## src/verilog/fixedPkg.sv

```systemverilog
package fixedPkg;

  // Integer and fraction split of every Q10.10 value in the datapath
  localparam int INT_BITS  = 10;
  localparam int FRAC_BITS = 10;
  localparam int FIX_BITS  = INT_BITS + FRAC_BITS;

  // Signed Q10.10 value for positions, directions and distances
  typedef logic signed [FIX_BITS-1:0] fixT;

  // Track distances can overflow past the signed range once, so they are compared unsigned
  typedef logic [FIX_BITS-1:0] uFixT;

  // Full-width product of two fixT operands before rescaling
  typedef logic signed [2*FIX_BITS-1:0] prodT;

  // Map grid coordinate, taken from the integer part of a position
  typedef logic [INT_BITS-1:0] cellT;

  // Wall half-size in screen lines, and the 64-entry texture column
  typedef logic [10:0] sizeT;
  typedef logic [5:0]  texUT;

  // Handy constants: 1.0 and the largest positive value
  localparam fixT FIX_ONE = fixT'(1) <<< FRAC_BITS;
  localparam fixT FIX_MAX = {1'b0, {(FIX_BITS-1){1'b1}}};

endpackage

```

## src/verilog/tracerPkg.sv

```systemverilog
package tracerPkg;

  // Per-row controller sequence
  // Two reciprocal round trips give the step distances, then the partial
  // track distances are formed, the grid is walked, and a third reciprocal
  // gives the wall size before the texture column is worked out
  typedef enum logic [3:0] {
    StepXReq,
    StepXWait,
    StepYReq,
    StepYWait,
    TracePrepX,
    TracePrepY,
    TraceStep,
    SizeReq,
    SizeWait,
    CalcTexU,
    TraceDone
  } traceStateT;

  // Which value is fed to the shared reciprocal
  typedef enum logic [1:0] {
    RcpRayX,
    RcpRayY,
    RcpVdist
  } rcpSrcT;

  // Map cell contents; zero is an empty cell and anything else is a wall
  typedef logic [1:0] wallT;

endpackage

```

## src/verilog/rayStepper.sv

```systemverilog
`timescale 1ns/10ps

module rayStepper
  import fixedPkg::*;
#(
  parameter int START_ROWS = 272
) (
  input  logic clk,
  input  logic do_reset,
  input  logic i_vsync,
  input  logic i_rowNext,
  input  fixT  i_facingX,
  input  fixT  i_facingY,
  input  fixT  i_vplaneX,
  input  fixT  i_vplaneY,
  output fixT  o_rayDirX,
  output fixT  o_rayDirY
);

  // Deflection from the facing vector, kept at 256 times its real scale
  // so that adding a whole camera plane per row loses no precision
  fixT deflectX;
  fixT deflectY;

  // Value for the top row, which sits START_ROWS planes to the negative side
  fixT startX;
  fixT startY;

  assign startX = fixT'(-(i_vplaneX * START_ROWS));
  assign startY = fixT'(-(i_vplaneY * START_ROWS));

  // Frame start reloads the top row, each finished row moves one plane over
  always_ff @(posedge clk) begin
    if (do_reset || i_vsync) begin
      deflectX <= startX;
      deflectY <= startY;
    end else if (i_rowNext) begin
      deflectX <= deflectX + i_vplaneX;
      deflectY <= deflectY + i_vplaneY;
    end
  end

  // Scale the deflection back down and add it to the centre ray
  assign o_rayDirX = i_facingX + (deflectX >>> 8);
  assign o_rayDirY = i_facingY + (deflectY >>> 8);

endmodule

```

## src/verilog/reciprocalUnit.sv

```systemverilog
`timescale 1ns/10ps

module reciprocalUnit
  import fixedPkg::*;
(
  input  logic clk,
  input  logic do_reset,
  input  logic i_start,
  input  fixT  i_value,
  output fixT  o_recip,
  output logic o_done
);

  // 2^20 divided by a raw value needs one quotient bit more than a fixT holds
  localparam int Q_BITS = FIX_BITS + 1;
  localparam logic [4:0] TOP_BIT = 5'(Q_BITS - 1);

  uFixT                divisor;
  uFixT                remainder;
  logic [FIX_BITS-1:0] quotient;
  logic [4:0]          bitIdx;
  logic                busy;

  uFixT                absValue;
  logic [FIX_BITS:0]   trial;
  logic                qBit;
  logic [FIX_BITS:0]   fullQ;
  uFixT                nextRem;
  fixT                 clipped;

  // Magnitude of the input; the most negative value maps to 2^19 unsigned
  assign absValue = i_value[FIX_BITS-1] ? uFixT'(-i_value) : uFixT'(i_value);

  // The dividend is a lone one in bit 20, so only the first step shifts in a 1
  assign trial   = {remainder, bitIdx == TOP_BIT};
  assign qBit    = trial >= {1'b0, divisor};
  assign nextRem = qBit ? uFixT'(trial - {1'b0, divisor}) : uFixT'(trial);
  assign fullQ   = {quotient, qBit};

  // Divide by zero, or a quotient above the positive range, clips to the max
  assign clipped = (divisor == '0 || fullQ[FIX_BITS:FIX_BITS-1] != 2'b00) ?
                   FIX_MAX : fixT'(fullQ[FIX_BITS-1:0]);

  // Busy runs for one cycle per quotient bit and o_done marks the last one
  always_ff @(posedge clk) begin
    if (do_reset) begin
      busy   <= 1'b0;
      o_done <= 1'b0;
    end else begin
      o_done <= 1'b0;
      if (i_start) begin
        busy <= 1'b1;
      end else if (busy && bitIdx == '0) begin
        busy   <= 1'b0;
        o_done <= 1'b1;
      end
    end
  end

  // Restoring division, most significant quotient bit first
  always_ff @(posedge clk) begin
    if (i_start) begin
      divisor   <= absValue;
      remainder <= '0;
      quotient  <= '0;
      bitIdx    <= TOP_BIT;
    end else if (busy) begin
      remainder <= nextRem;
      quotient  <= fullQ[FIX_BITS-1:0];
      bitIdx    <= bitIdx - 5'd1;
      // The result register holds until the next request is started
      if (bitIdx == '0) begin
        o_recip <= clipped;
      end
    end
  end

endmodule

```

## src/verilog/gridWalker.sv

```systemverilog
`timescale 1ns/10ps

module gridWalker
  import fixedPkg::*, tracerPkg::*;
#(
  parameter int MAP_W_BITS = 4,
  parameter int MAP_H_BITS = 4
) (
  input  logic                  clk,
  input  logic                  do_reset,
  input  logic                  i_initX,
  input  logic                  i_initY,
  input  logic                  i_walk,
  input  uFixT                  i_trackInit,
  input  cellT                  i_startCellX,
  input  cellT                  i_startCellY,
  input  fixT                   i_stepDistX,
  input  fixT                   i_stepDistY,
  input  fixT                   i_rayDirX,
  input  fixT                   i_rayDirY,
  input  wallT                  i_mapVal,
  output logic [MAP_W_BITS-1:0] o_mapCol,
  output logic [MAP_H_BITS-1:0] o_mapRow,
  output logic                  o_hit,
  output wallT                  o_wall,
  output logic                  o_side,
  output fixT                   o_visualDist
);

  // Cell under test, and distance along the ray to the next X and Y gridline
  cellT mapX;
  cellT mapY;
  uFixT trackX;
  uFixT trackY;

  logic rayXPos;
  logic rayYPos;
  logic stepX;
  logic advance;

  // Direction of travel on each axis; a zero component counts as negative
  assign rayXPos = i_rayDirX > 0;
  assign rayYPos = i_rayDirY > 0;

  // Cross whichever gridline is nearer, and on a tie take the Y line
  assign stepX = trackX < trackY;

  // The map ROM answers in the same cycle, so a hit is seen combinationally
  assign o_mapCol = mapX[MAP_W_BITS-1:0];
  assign o_mapRow = mapY[MAP_H_BITS-1:0];
  assign o_hit    = i_mapVal != '0;

  // Stepping stops as soon as the current cell is solid
  assign advance = i_walk && !o_hit;

  // Cell position, side and wall ID
  always_ff @(posedge clk) begin
    if (do_reset) begin
      mapX   <= '0;
      mapY   <= '0;
      o_side <= 1'b0;
      o_wall <= '0;
    end else if (i_initX) begin
      mapX <= i_startCellX;
    end else if (i_initY) begin
      mapY <= i_startCellY;
    end else if (i_walk && o_hit) begin
      o_wall <= i_mapVal;
    end else if (advance) begin
      if (stepX) begin
        mapX   <= rayXPos ? mapX + 1'b1 : mapX - 1'b1;
        o_side <= 1'b0;
      end else begin
        mapY   <= rayYPos ? mapY + 1'b1 : mapY - 1'b1;
        o_side <= 1'b1;
      end
    end
  end

  // Distances; the wall distance is the track value before the crossing step
  always_ff @(posedge clk) begin
    if (i_initX) begin
      trackX <= i_trackInit;
    end else if (i_initY) begin
      trackY <= i_trackInit;
    end else if (advance) begin
      if (stepX) begin
        o_visualDist <= fixT'(trackX);
        trackX       <= trackX + uFixT'(i_stepDistX);
      end else begin
        o_visualDist <= fixT'(trackY);
        trackY       <= trackY + uFixT'(i_stepDistY);
      end
    end
  end

endmodule

```

## src/verilog/traceControl.sv

```systemverilog
`timescale 1ns/10ps

module traceControl
  import fixedPkg::*, tracerPkg::*;
(
  input  logic clk,
  input  logic do_reset,
  input  logic i_vsync,
  input  logic i_hmax,
  input  fixT  i_playerX,
  input  fixT  i_playerY,
  input  fixT  i_rayDirX,
  input  fixT  i_rayDirY,
  input  fixT  i_recip,
  input  logic i_rcpDone,
  input  logic i_hit,
  input  logic i_side,
  input  fixT  i_visualDist,
  output logic o_rcpStart,
  output fixT  o_rcpValue,
  output logic o_initX,
  output logic o_initY,
  output uFixT o_trackInit,
  output cellT o_startCellX,
  output cellT o_startCellY,
  output fixT  o_stepDistX,
  output fixT  o_stepDistY,
  output logic o_walk,
  output logic o_rowNext,
  output logic o_load,
  output sizeT o_size,
  output texUT o_texU
);

  traceStateT state;
  rcpSrcT     rcpSrc;

  // Reciprocals of the ray components, the ray length per grid cell
  fixT stepDistX;
  fixT stepDistY;

  logic rayXPos;
  logic rayYPos;
  fixT  fracX;
  fixT  fracY;
  fixT  partialX;
  fixT  partialY;

  // Shared multiplier operands and the product rescaled to Q10.10
  fixT  mulA;
  fixT  mulB;
  prodT product;
  fixT  mulFix;
  fixT  hitPoint;
  logic texMirror;

  assign rayXPos = i_rayDirX > 0;
  assign rayYPos = i_rayDirY > 0;

  // Fraction of a cell from the player to the first gridline in the ray's direction
  assign fracX    = fixT'(i_playerX[FRAC_BITS-1:0]);
  assign fracY    = fixT'(i_playerY[FRAC_BITS-1:0]);
  assign partialX = rayXPos ? FIX_ONE - fracX : fracX;
  assign partialY = rayYPos ? FIX_ONE - fracY : fracY;

  // Operands follow the state that consumes the product
  // Outside the two prep states the multiplier works on the hit point
  always_comb begin
    case (state)
      TracePrepX: begin
        mulA = stepDistX;
        mulB = partialX;
      end
      TracePrepY: begin
        mulA = stepDistY;
        mulB = partialY;
      end
      default: begin
        mulA = i_side ? i_rayDirX : i_rayDirY;
        mulB = i_visualDist;
      end
    endcase
  end

  assign product = mulA * mulB;
  assign mulFix  = product[FRAC_BITS +: FIX_BITS];

  // Position along the wall face that was hit, on the axis the wall runs along
  assign hitPoint = mulFix + (i_side ? i_playerX : i_playerY);

  // Flip the texture on two of the four faces so it reads the same way round
  assign texMirror = i_side ? rayYPos : !rayXPos;

  // Reciprocal input selection
  always_comb begin
    case (state)
      StepXReq, StepXWait: rcpSrc = RcpRayX;
      StepYReq, StepYWait: rcpSrc = RcpRayY;
      default:             rcpSrc = RcpVdist;
    endcase
  end

  always_comb begin
    case (rcpSrc)
      RcpRayX: o_rcpValue = i_rayDirX;
      RcpRayY: o_rcpValue = i_rayDirY;
      default: o_rcpValue = i_visualDist;
    endcase
  end

  // Strobes to the reciprocal, the walker, the ray stepper and the output side
  assign o_rcpStart   = state inside {StepXReq, StepYReq, SizeReq};
  assign o_initX      = state == TracePrepX;
  assign o_initY      = state == TracePrepY;
  assign o_walk       = state == TraceStep;
  assign o_load       = state == TraceDone && i_hmax;
  assign o_rowNext    = o_load;
  assign o_trackInit  = uFixT'(mulFix);
  assign o_startCellX = i_playerX[FIX_BITS-1:FRAC_BITS];
  assign o_startCellY = i_playerY[FIX_BITS-1:FRAC_BITS];
  assign o_stepDistX  = stepDistX;
  assign o_stepDistY  = stepDistY;

  // Row sequence; vsync holds the FSM at the first step of the frame
  always_ff @(posedge clk) begin
    if (do_reset || i_vsync) begin
      state <= StepXReq;
    end else begin
      case (state)
        StepXReq:   state <= StepXWait;
        StepXWait:  if (i_rcpDone) state <= StepYReq;
        StepYReq:   state <= StepYWait;
        StepYWait:  if (i_rcpDone) state <= TracePrepX;
        TracePrepX: state <= TracePrepY;
        TracePrepY: state <= TraceStep;
        TraceStep:  if (i_hit) state <= SizeReq;
        SizeReq:    state <= SizeWait;
        SizeWait:   if (i_rcpDone) state <= CalcTexU;
        CalcTexU:   state <= TraceDone;
        TraceDone:  if (i_hmax) state <= StepXReq;
        default:    state <= StepXReq;
      endcase
    end
  end

  // Step distances are caught as the reciprocal finishes
  // Size is 256 / distance, which is the distance reciprocal shifted down by 2
  always_ff @(posedge clk) begin
    if (state == StepXWait && i_rcpDone) begin
      stepDistX <= i_recip;
    end
    if (state == StepYWait && i_rcpDone) begin
      stepDistY <= i_recip;
    end
    if (state == CalcTexU) begin
      o_size <= i_recip[12:2];
      o_texU <= hitPoint[FRAC_BITS-1 -: $bits(texUT)] ^ {$bits(texUT){texMirror}};
    end
  end

endmodule

```

## src/verilog/rowResult.sv

```systemverilog
`timescale 1ns/10ps

module rowResult
  import fixedPkg::*, tracerPkg::*;
(
  input  logic clk,
  input  logic do_reset,
  input  logic i_vsync,
  input  logic i_load,
  input  wallT i_wall,
  input  logic i_side,
  input  sizeT i_size,
  input  texUT i_texU,
  output logic o_rowStrobe,
  output wallT o_wall,
  output logic o_side,
  output sizeT o_size,
  output texUT o_texU
);

  // Holds the finished row for the whole line while the next row is traced
  // A new frame starts from a blank result
  always_ff @(posedge clk) begin
    if (do_reset || i_vsync) begin
      o_rowStrobe <= 1'b0;
      o_wall      <= '0;
      o_side      <= 1'b0;
      o_size      <= '0;
      o_texU      <= '0;
    end else begin
      // One-cycle pulse that lines up with the newly presented values
      o_rowStrobe <= i_load;
      if (i_load) begin
        o_wall <= i_wall;
        o_side <= i_side;
        o_size <= i_size;
        o_texU <= i_texU;
      end
    end
  end

endmodule

```

## src/verilog/wallTracer.sv

```systemverilog
`timescale 1ns/10ps

module wallTracer
  import fixedPkg::*, tracerPkg::*;
#(
  parameter int MAP_W_BITS = 4,
  parameter int MAP_H_BITS = 4,
  parameter int START_ROWS = 272
) (
  input  logic                  clk,
  input  logic                  do_reset,
  input  logic                  i_vsync,
  input  logic                  i_hmax,
  input  fixT                   i_playerX,
  input  fixT                   i_playerY,
  input  fixT                   i_facingX,
  input  fixT                   i_facingY,
  input  fixT                   i_vplaneX,
  input  fixT                   i_vplaneY,
  output logic [MAP_W_BITS-1:0] o_mapCol,
  output logic [MAP_H_BITS-1:0] o_mapRow,
  input  wallT                  i_mapVal,
  output logic                  o_rowStrobe,
  output wallT                  o_wall,
  output logic                  o_side,
  output sizeT                  o_size,
  output texUT                  o_texU
);

  // Ray for the row being traced
  fixT  rayDirX;
  fixT  rayDirY;
  logic rowNext;

  // Shared reciprocal handshake
  logic rcpStart;
  fixT  rcpValue;
  fixT  recip;
  logic rcpDone;

  // Grid walk setup and results
  logic initX;
  logic initY;
  logic walk;
  uFixT trackInit;
  cellT startCellX;
  cellT startCellY;
  fixT  stepDistX;
  fixT  stepDistY;
  logic hit;
  wallT wall;
  logic side;
  fixT  visualDist;

  // Finished row on its way to the output registers
  logic load;
  sizeT size;
  texUT texU;

  rayStepper #(
    .START_ROWS (START_ROWS)
  ) u_rayStepper (
    .clk       (clk),
    .do_reset  (do_reset),
    .i_vsync   (i_vsync),
    .i_rowNext (rowNext),
    .i_facingX (i_facingX),
    .i_facingY (i_facingY),
    .i_vplaneX (i_vplaneX),
    .i_vplaneY (i_vplaneY),
    .o_rayDirX (rayDirX),
    .o_rayDirY (rayDirY)
  );

  traceControl u_traceControl (
    .clk          (clk),
    .do_reset     (do_reset),
    .i_vsync      (i_vsync),
    .i_hmax       (i_hmax),
    .i_playerX    (i_playerX),
    .i_playerY    (i_playerY),
    .i_rayDirX    (rayDirX),
    .i_rayDirY    (rayDirY),
    .i_recip      (recip),
    .i_rcpDone    (rcpDone),
    .i_hit        (hit),
    .i_side       (side),
    .i_visualDist (visualDist),
    .o_rcpStart   (rcpStart),
    .o_rcpValue   (rcpValue),
    .o_initX      (initX),
    .o_initY      (initY),
    .o_trackInit  (trackInit),
    .o_startCellX (startCellX),
    .o_startCellY (startCellY),
    .o_stepDistX  (stepDistX),
    .o_stepDistY  (stepDistY),
    .o_walk       (walk),
    .o_rowNext    (rowNext),
    .o_load       (load),
    .o_size       (size),
    .o_texU       (texU)
  );

  reciprocalUnit u_reciprocalUnit (
    .clk      (clk),
    .do_reset (do_reset),
    .i_start  (rcpStart),
    .i_value  (rcpValue),
    .o_recip  (recip),
    .o_done   (rcpDone)
  );

  gridWalker #(
    .MAP_W_BITS (MAP_W_BITS),
    .MAP_H_BITS (MAP_H_BITS)
  ) u_gridWalker (
    .clk          (clk),
    .do_reset     (do_reset),
    .i_initX      (initX),
    .i_initY      (initY),
    .i_walk       (walk),
    .i_trackInit  (trackInit),
    .i_startCellX (startCellX),
    .i_startCellY (startCellY),
    .i_stepDistX  (stepDistX),
    .i_stepDistY  (stepDistY),
    .i_rayDirX    (rayDirX),
    .i_rayDirY    (rayDirY),
    .i_mapVal     (i_mapVal),
    .o_mapCol     (o_mapCol),
    .o_mapRow     (o_mapRow),
    .o_hit        (hit),
    .o_wall       (wall),
    .o_side       (side),
    .o_visualDist (visualDist)
  );

  rowResult u_rowResult (
    .clk         (clk),
    .do_reset    (do_reset),
    .i_vsync     (i_vsync),
    .i_load      (load),
    .i_wall      (wall),
    .i_side      (side),
    .i_size      (size),
    .i_texU      (texU),
    .o_rowStrobe (o_rowStrobe),
    .o_wall      (o_wall),
    .o_side      (o_side),
    .o_size      (o_size),
    .o_texU      (o_texU)
  );

endmodule

```

## config.mk

```make
export PLATFORM = sky130hd
export DESIGN_NAME = wallTracer
export DESIGN_NICKNAME = d
export VERILOG_FILES = /design/src/verilog/fixedPkg.sv /design/src/verilog/tracerPkg.sv /design/src/verilog/rayStepper.sv /design/src/verilog/reciprocalUnit.sv /design/src/verilog/gridWalker.sv /design/src/verilog/traceControl.sv /design/src/verilog/rowResult.sv /design/src/verilog/wallTracer.sv
export SDC_FILE = /design/constraint.sdc
export NUM_CORES = 2
export LEC_CHECK = 0
export ABC_CLOCK_PERIOD_IN_PS = 18350
export BUFFER_PORTS_ARGS = -buffer_cell sky130_fd_sc_hd__buf_2
export CORE_UTILIZATION = 51
export CTS_CLUSTER_DIAMETER = 50
export CTS_CLUSTER_SIZE = 25
export DETAILED_ROUTE_END_ITERATION = 10
export GPL_ROUTABILITY_DRIVEN = 0
export GPL_TIMING_DRIVEN = 0
export PLACE_DENSITY = 0.71
export SYNTH_ARGS = -nofsm -noshare
export SYNTH_HDL_FRONTEND = slang
export SYNTH_SLANG_ARGS = --single-unit
```

## constraint.sdc

```tcl
create_clock -name clk -period 18.35 [get_ports clk]
set_input_delay 0.9175 -clock clk [delete_from_list [all_inputs] [get_ports clk]]
set_output_delay 0.9175 -clock clk [all_outputs]
set_load 0.1 [all_outputs]
```

==> results summary <==
After synthesis, the netlist uses 103 different library cells. The biggest area contributor in the post-synthesis netlist is sky130_fd_sc_hd__fa_1. In this run the post-CTS setup repair buffer count came out at 0.

The number of violations reported at the end of detailed-routing iteration 0 came out at between 2k and 3k. By area the synthesized netlist is led by sky130_fd_sc_hd__fa_1 (19%), sky130_fd_sc_hd__edfxtp_1 (17%), sky130_fd_sc_hd__ha_1 (12%). The insertion delay to the later sink of the worst-skew pair came out at 0.58 ns. CTS built an H-tree with a depth of 1. The setup-violating endpoint count in the final report came out at 0. The number of buffers on the longest clock path is 3. The number of fill cells in the layout came out at 5970.

The initial antenna violation count is 14. The number of hold buffers added after CTS is 0. The full die area is 68000 um^2. The clock-pin slew on the worst setup and hold paths came out at 0.09 ns. In the routed design, unresolved DRC markers number 4.

The number of violations of the max-capacitance limit is 0. The sequential fraction of the synthesis area is between 20% and 30%. The critical path in this run is classified as in2reg.

The number of warning messages in the yosys log came out at 0. The checks that failed: design-rule violations. The number of enable flip-flop cells after synthesis came out at roughly 200.

The hold violation total from the final report is 0. For this run, the leading register cell type out of synthesis is sky130_fd_sc_hd__edfxtp_1. Detailed placement finished with a half-perimeter wire length of 85690 um. The longest individual stage delay on the worst path came out at 0.60 ns. Static timing analysis puts the maximum clock frequency at roughly 70 MHz. In this run the critical register-to-register path is launched from u_rayStepper.deflectY[8]. In this run, CTS created clock tree buffers numbering 27. From bottom edge to top edge, the die measures 260.8 um. For this run, the detailed router's first-pass iteration total came to 11.

Synthesis handed over a netlist of 3899 instances. The multi-input combinational cell area is 24010 um^2. The highest net fanout along the worst path came out at 10. The endpoint with the worst hold slack is u_rowResult.o_texU[2]. The remaining antenna violation count came out at 0. In this run the standard cell core region covers 65980 um^2. The overall fraction of global-route tracks in use is between 30% and 40%.

The portion of the clock cycle consumed by the worst path in the final layout came out at 77.56%. Setup repair after global routing left no endpoint under its margin. The min-delay analysis places its worst path in the category reg2reg. The total grt overflow came out at 0.

The number of nets in the layout is 4848. The buffer type at the clock tree root is sky130_fd_sc_hd__clkbuf_16. On the critical path, the stage with the largest delay is an instance of sky130_fd_sc_hd__clkbuf_1. In this run the most critical hold path is launched from u_rowResult.o_texU[2]. Buffers placed on the I/O ports in this run total roughly 140. In the final timing run, aggregate negative setup slack is 0 ns. The routed via count divided by cell count came out at 5.904. The initial cell density of the core came out at 51.76%. The run finished, with violations left. In the synthesized netlist, the cells that appear most often are sky130_fd_sc_hd__inv_1 (529), sky130_fd_sc_hd__nand2_1 (422), sky130_fd_sc_hd__nor2_1 (373). The tree built by TritonCTS fans out to 280 sinks. The depth of the worst hold-timing path came out at 2. The average instance area after synthesis came out at 8.758 um^2.

The post-synthesis net count is 4669. TritonCTS built the clock tree. The top cell type by area accounts for 18.76% of the synthesized area.

The number of global-route vias before repair came out at 28.22k. The share of async-settable or async-resettable flops after synthesis came out at 0%. The number of flip-flops and latches in the synthesized netlist came out at 280.

The number of placement rows is 94. In this run the critical register-to-register path is captured at u_traceControl.o_texU[4]. Entering global routing, the biggest net connects 30 pins. The post-synthesis cell area is 34150 um^2. The first-pass GRT wire length is 161100 um. The area of all sequential standard cells is 7577 um^2. For the worst setup path, the data required time is 18.59 ns. The average wire per cell in the routed design came out at approximately 21 um.

During I/O placement, the number of pins put on the boundary was 155. The count of cells along the worst register-to-register path came out at 46. The worst path needs 14.23 ns of the cycle, external delays included. Compared with the post-synthesis result, the final layout area differs by 8.651%. The most common cell in the synthesized netlist is sky130_fd_sc_hd__inv_1. The count of final max-slew check failures is 0. The via count came out at 29.36k. The pin slew with the least headroom to its limit came out at about 1.4 ns. Across all register-to-register paths, the minimum setup slack is 4.12 ns. The type of origin of the critical path is an input pin. The post-route netlist has 7.640% of its cells at a drive strength greater than 1.

In this run the tightest slew margin relative to its limit is 5.231%. The post-cts repair resize count is 0. Among the stages of the critical path, the cell type that occurs most often is sky130_fd_sc_hd__fa_1. The sum of routed wire length over all layers is 104300 um. The die boundary width is 260.8 um. The signal arrival time at the worst endpoint is roughly 14 ns. STA classifies the critical path endpoint as a register.

The worst clock skew on the final layout came out at 0.02772 ns.
-- worst max path at each step --
stage               cells after the start  slack, ns                        to                     start
global placement                       47       3.96  u_traceControl.o_texU[4]              i_facingY[0]
floorplan                              46       6.69  u_traceControl.o_texU[4]              i_facingY[0]
CTS                                    46       4.41  u_traceControl.o_texU[4]  u_rayStepper.deflectY[8]
detailed placement                     47       3.88  u_traceControl.o_texU[4]              i_facingY[0]
global route                           46       3.50  u_traceControl.o_texU[4]  u_rayStepper.deflectY[8]
finish                                 47       4.12  u_traceControl.o_texU[4]              i_facingY[0]
-- placed cells by master (no fill, tap or decap), types with 21 or more instances in the layout --
cell type	Yosys	routed
sky130_fd_sc_hd__inv_1	529	529
sky130_fd_sc_hd__nand2_1	422	421
sky130_fd_sc_hd__nor2_1	373	369
sky130_fd_sc_hd__ha_1	324	324
sky130_fd_sc_hd__fa_1	320	320
sky130_fd_sc_hd__a21oi_1	204	204
sky130_fd_sc_hd__edfxtp_1	197	197
sky130_fd_sc_hd__o21ai_0	167	165
sky130_fd_sc_hd__buf_2	8	150
sky130_fd_sc_hd__xnor2_1	142	142
sky130_fd_sc_hd__clkbuf_1	125	124
sky130_fd_sc_hd__dfxtp_1	83	83
sky130_fd_sc_hd__mux2i_1	75	75
sky130_fd_sc_hd__xor2_1	70	70
sky130_fd_sc_hd__nor3_1	63	63
sky130_fd_sc_hd__a21o_1	54	54
sky130_fd_sc_hd__o21a_1	52	52
sky130_fd_sc_hd__a211oi_1	51	50
sky130_fd_sc_hd__nand2b_1	45	45
sky130_fd_sc_hd__and2_1	42	42
sky130_fd_sc_hd__nand3_1	41	41
sky130_fd_sc_hd__or3_1	40	40
sky130_fd_sc_hd__or2_2	36	36
sky130_fd_sc_hd__a21boi_0	32	32
sky130_fd_sc_hd__nor2b_1	29	29
sky130_fd_sc_hd__o211ai_1	27	27
sky130_fd_sc_hd__and3_1	27	27
sky130_fd_sc_hd__clkbuf_16	0	27
sky130_fd_sc_hd__o31ai_1	25	25
sky130_fd_sc_hd__a31oi_1	25	25
sky130_fd_sc_hd__nand4_1	24	24
sky130_fd_sc_hd__mux2_2	21	21
-- per-stage QoR --
stage          cells  cell area (um^2)  worst slack (ns)  hold WS (ns)  utilization, %
2_1_floorplan   3899             34150             6.686        0.4215               -
3_3_place_gp    4905             35940             3.958        0.4218           54.47
3_5_place_dp    4913             36080             3.880        0.4373           54.69
4_1_cts         4961             37070             4.409        0.4581           56.19
5_1_grt         4969             37090             3.501        0.4782           56.22
6_report        4973             37100             4.118        0.4588           56.23
-- flip-flops by register name, summed over array words and instances, names as in the netlist, 4 cells and up --
register                    count
u_traceControl.o_stepDistX     20
u_traceControl.state            4
u_traceControl.o_stepDistY     20
u_gridWalker.trackY            20
u_reciprocalUnit.remainder     20
u_reciprocalUnit.divisor       20
u_rayStepper.deflectX          20
u_gridWalker.mapX               4
u_gridWalker.o_visualDist      20
u_reciprocalUnit.o_recip       20
u_rayStepper.deflectY          20
u_reciprocalUnit.bitIdx         5
u_reciprocalUnit.quotient      20
u_gridWalker.mapY               4
u_traceControl.o_texU           6
u_gridWalker.trackX            20
u_rowResult.o_texU              6
u_traceControl.o_size          11
u_rowResult.o_size             11
-- cell type report --
class / instances / share of cell area (%)
Multi-Input combinational cell: 2937 / 64.70
Sequential cell: 280 / 20.42
Inverter: 536 / 5.429
Tap cell: 864 / 2.914
Timing Repair Buffer: 150 / 2.219
Clock buffer: 27 / 1.821
Buffer: 146 / 1.561
Clock inverter: 21 / 0.8498
Antenna cell: 12 / 0.08093
-- logic make-up (layout without fill, tap and decap cells) --
kind of cell,count (synthesis),after routing,synth area share (%)
AOI/OAI and AO/OA,786,786,15.10
xor gates and xnor gates,214,214,5.555
adders and majority gates,645,645,30.66
buffers and inverters,682,880,7.592
DFF,280,280,22.19
muxes,96,96,2.891
other,1,13,0.01098
and+or+nand+nor,1195,1195,16.00
-- critical path: cells and delay by family --
family          cells  cell delay, ns
simple gates       10            2.00
fa+ha+maj          11            4.93
buf+inv            10            1.86
compound gates     13            3.56
xor+xnor            3            1.16
-- routing by layer --
metal	share of wire (%)	wire length [um]	track usage, %	vias up
met5	0.037	39	0	-
met4	5.3	5480	14.80	6
met3	9.7	10070	5.390	276
met2	44	45620	48.17	1409
met1	41	43130	41.63	14114
li1	-	-	-	13554
Power is not shown: default switching activity piles up to over one toggle a cycle in this logic, so the estimate is an artifact.
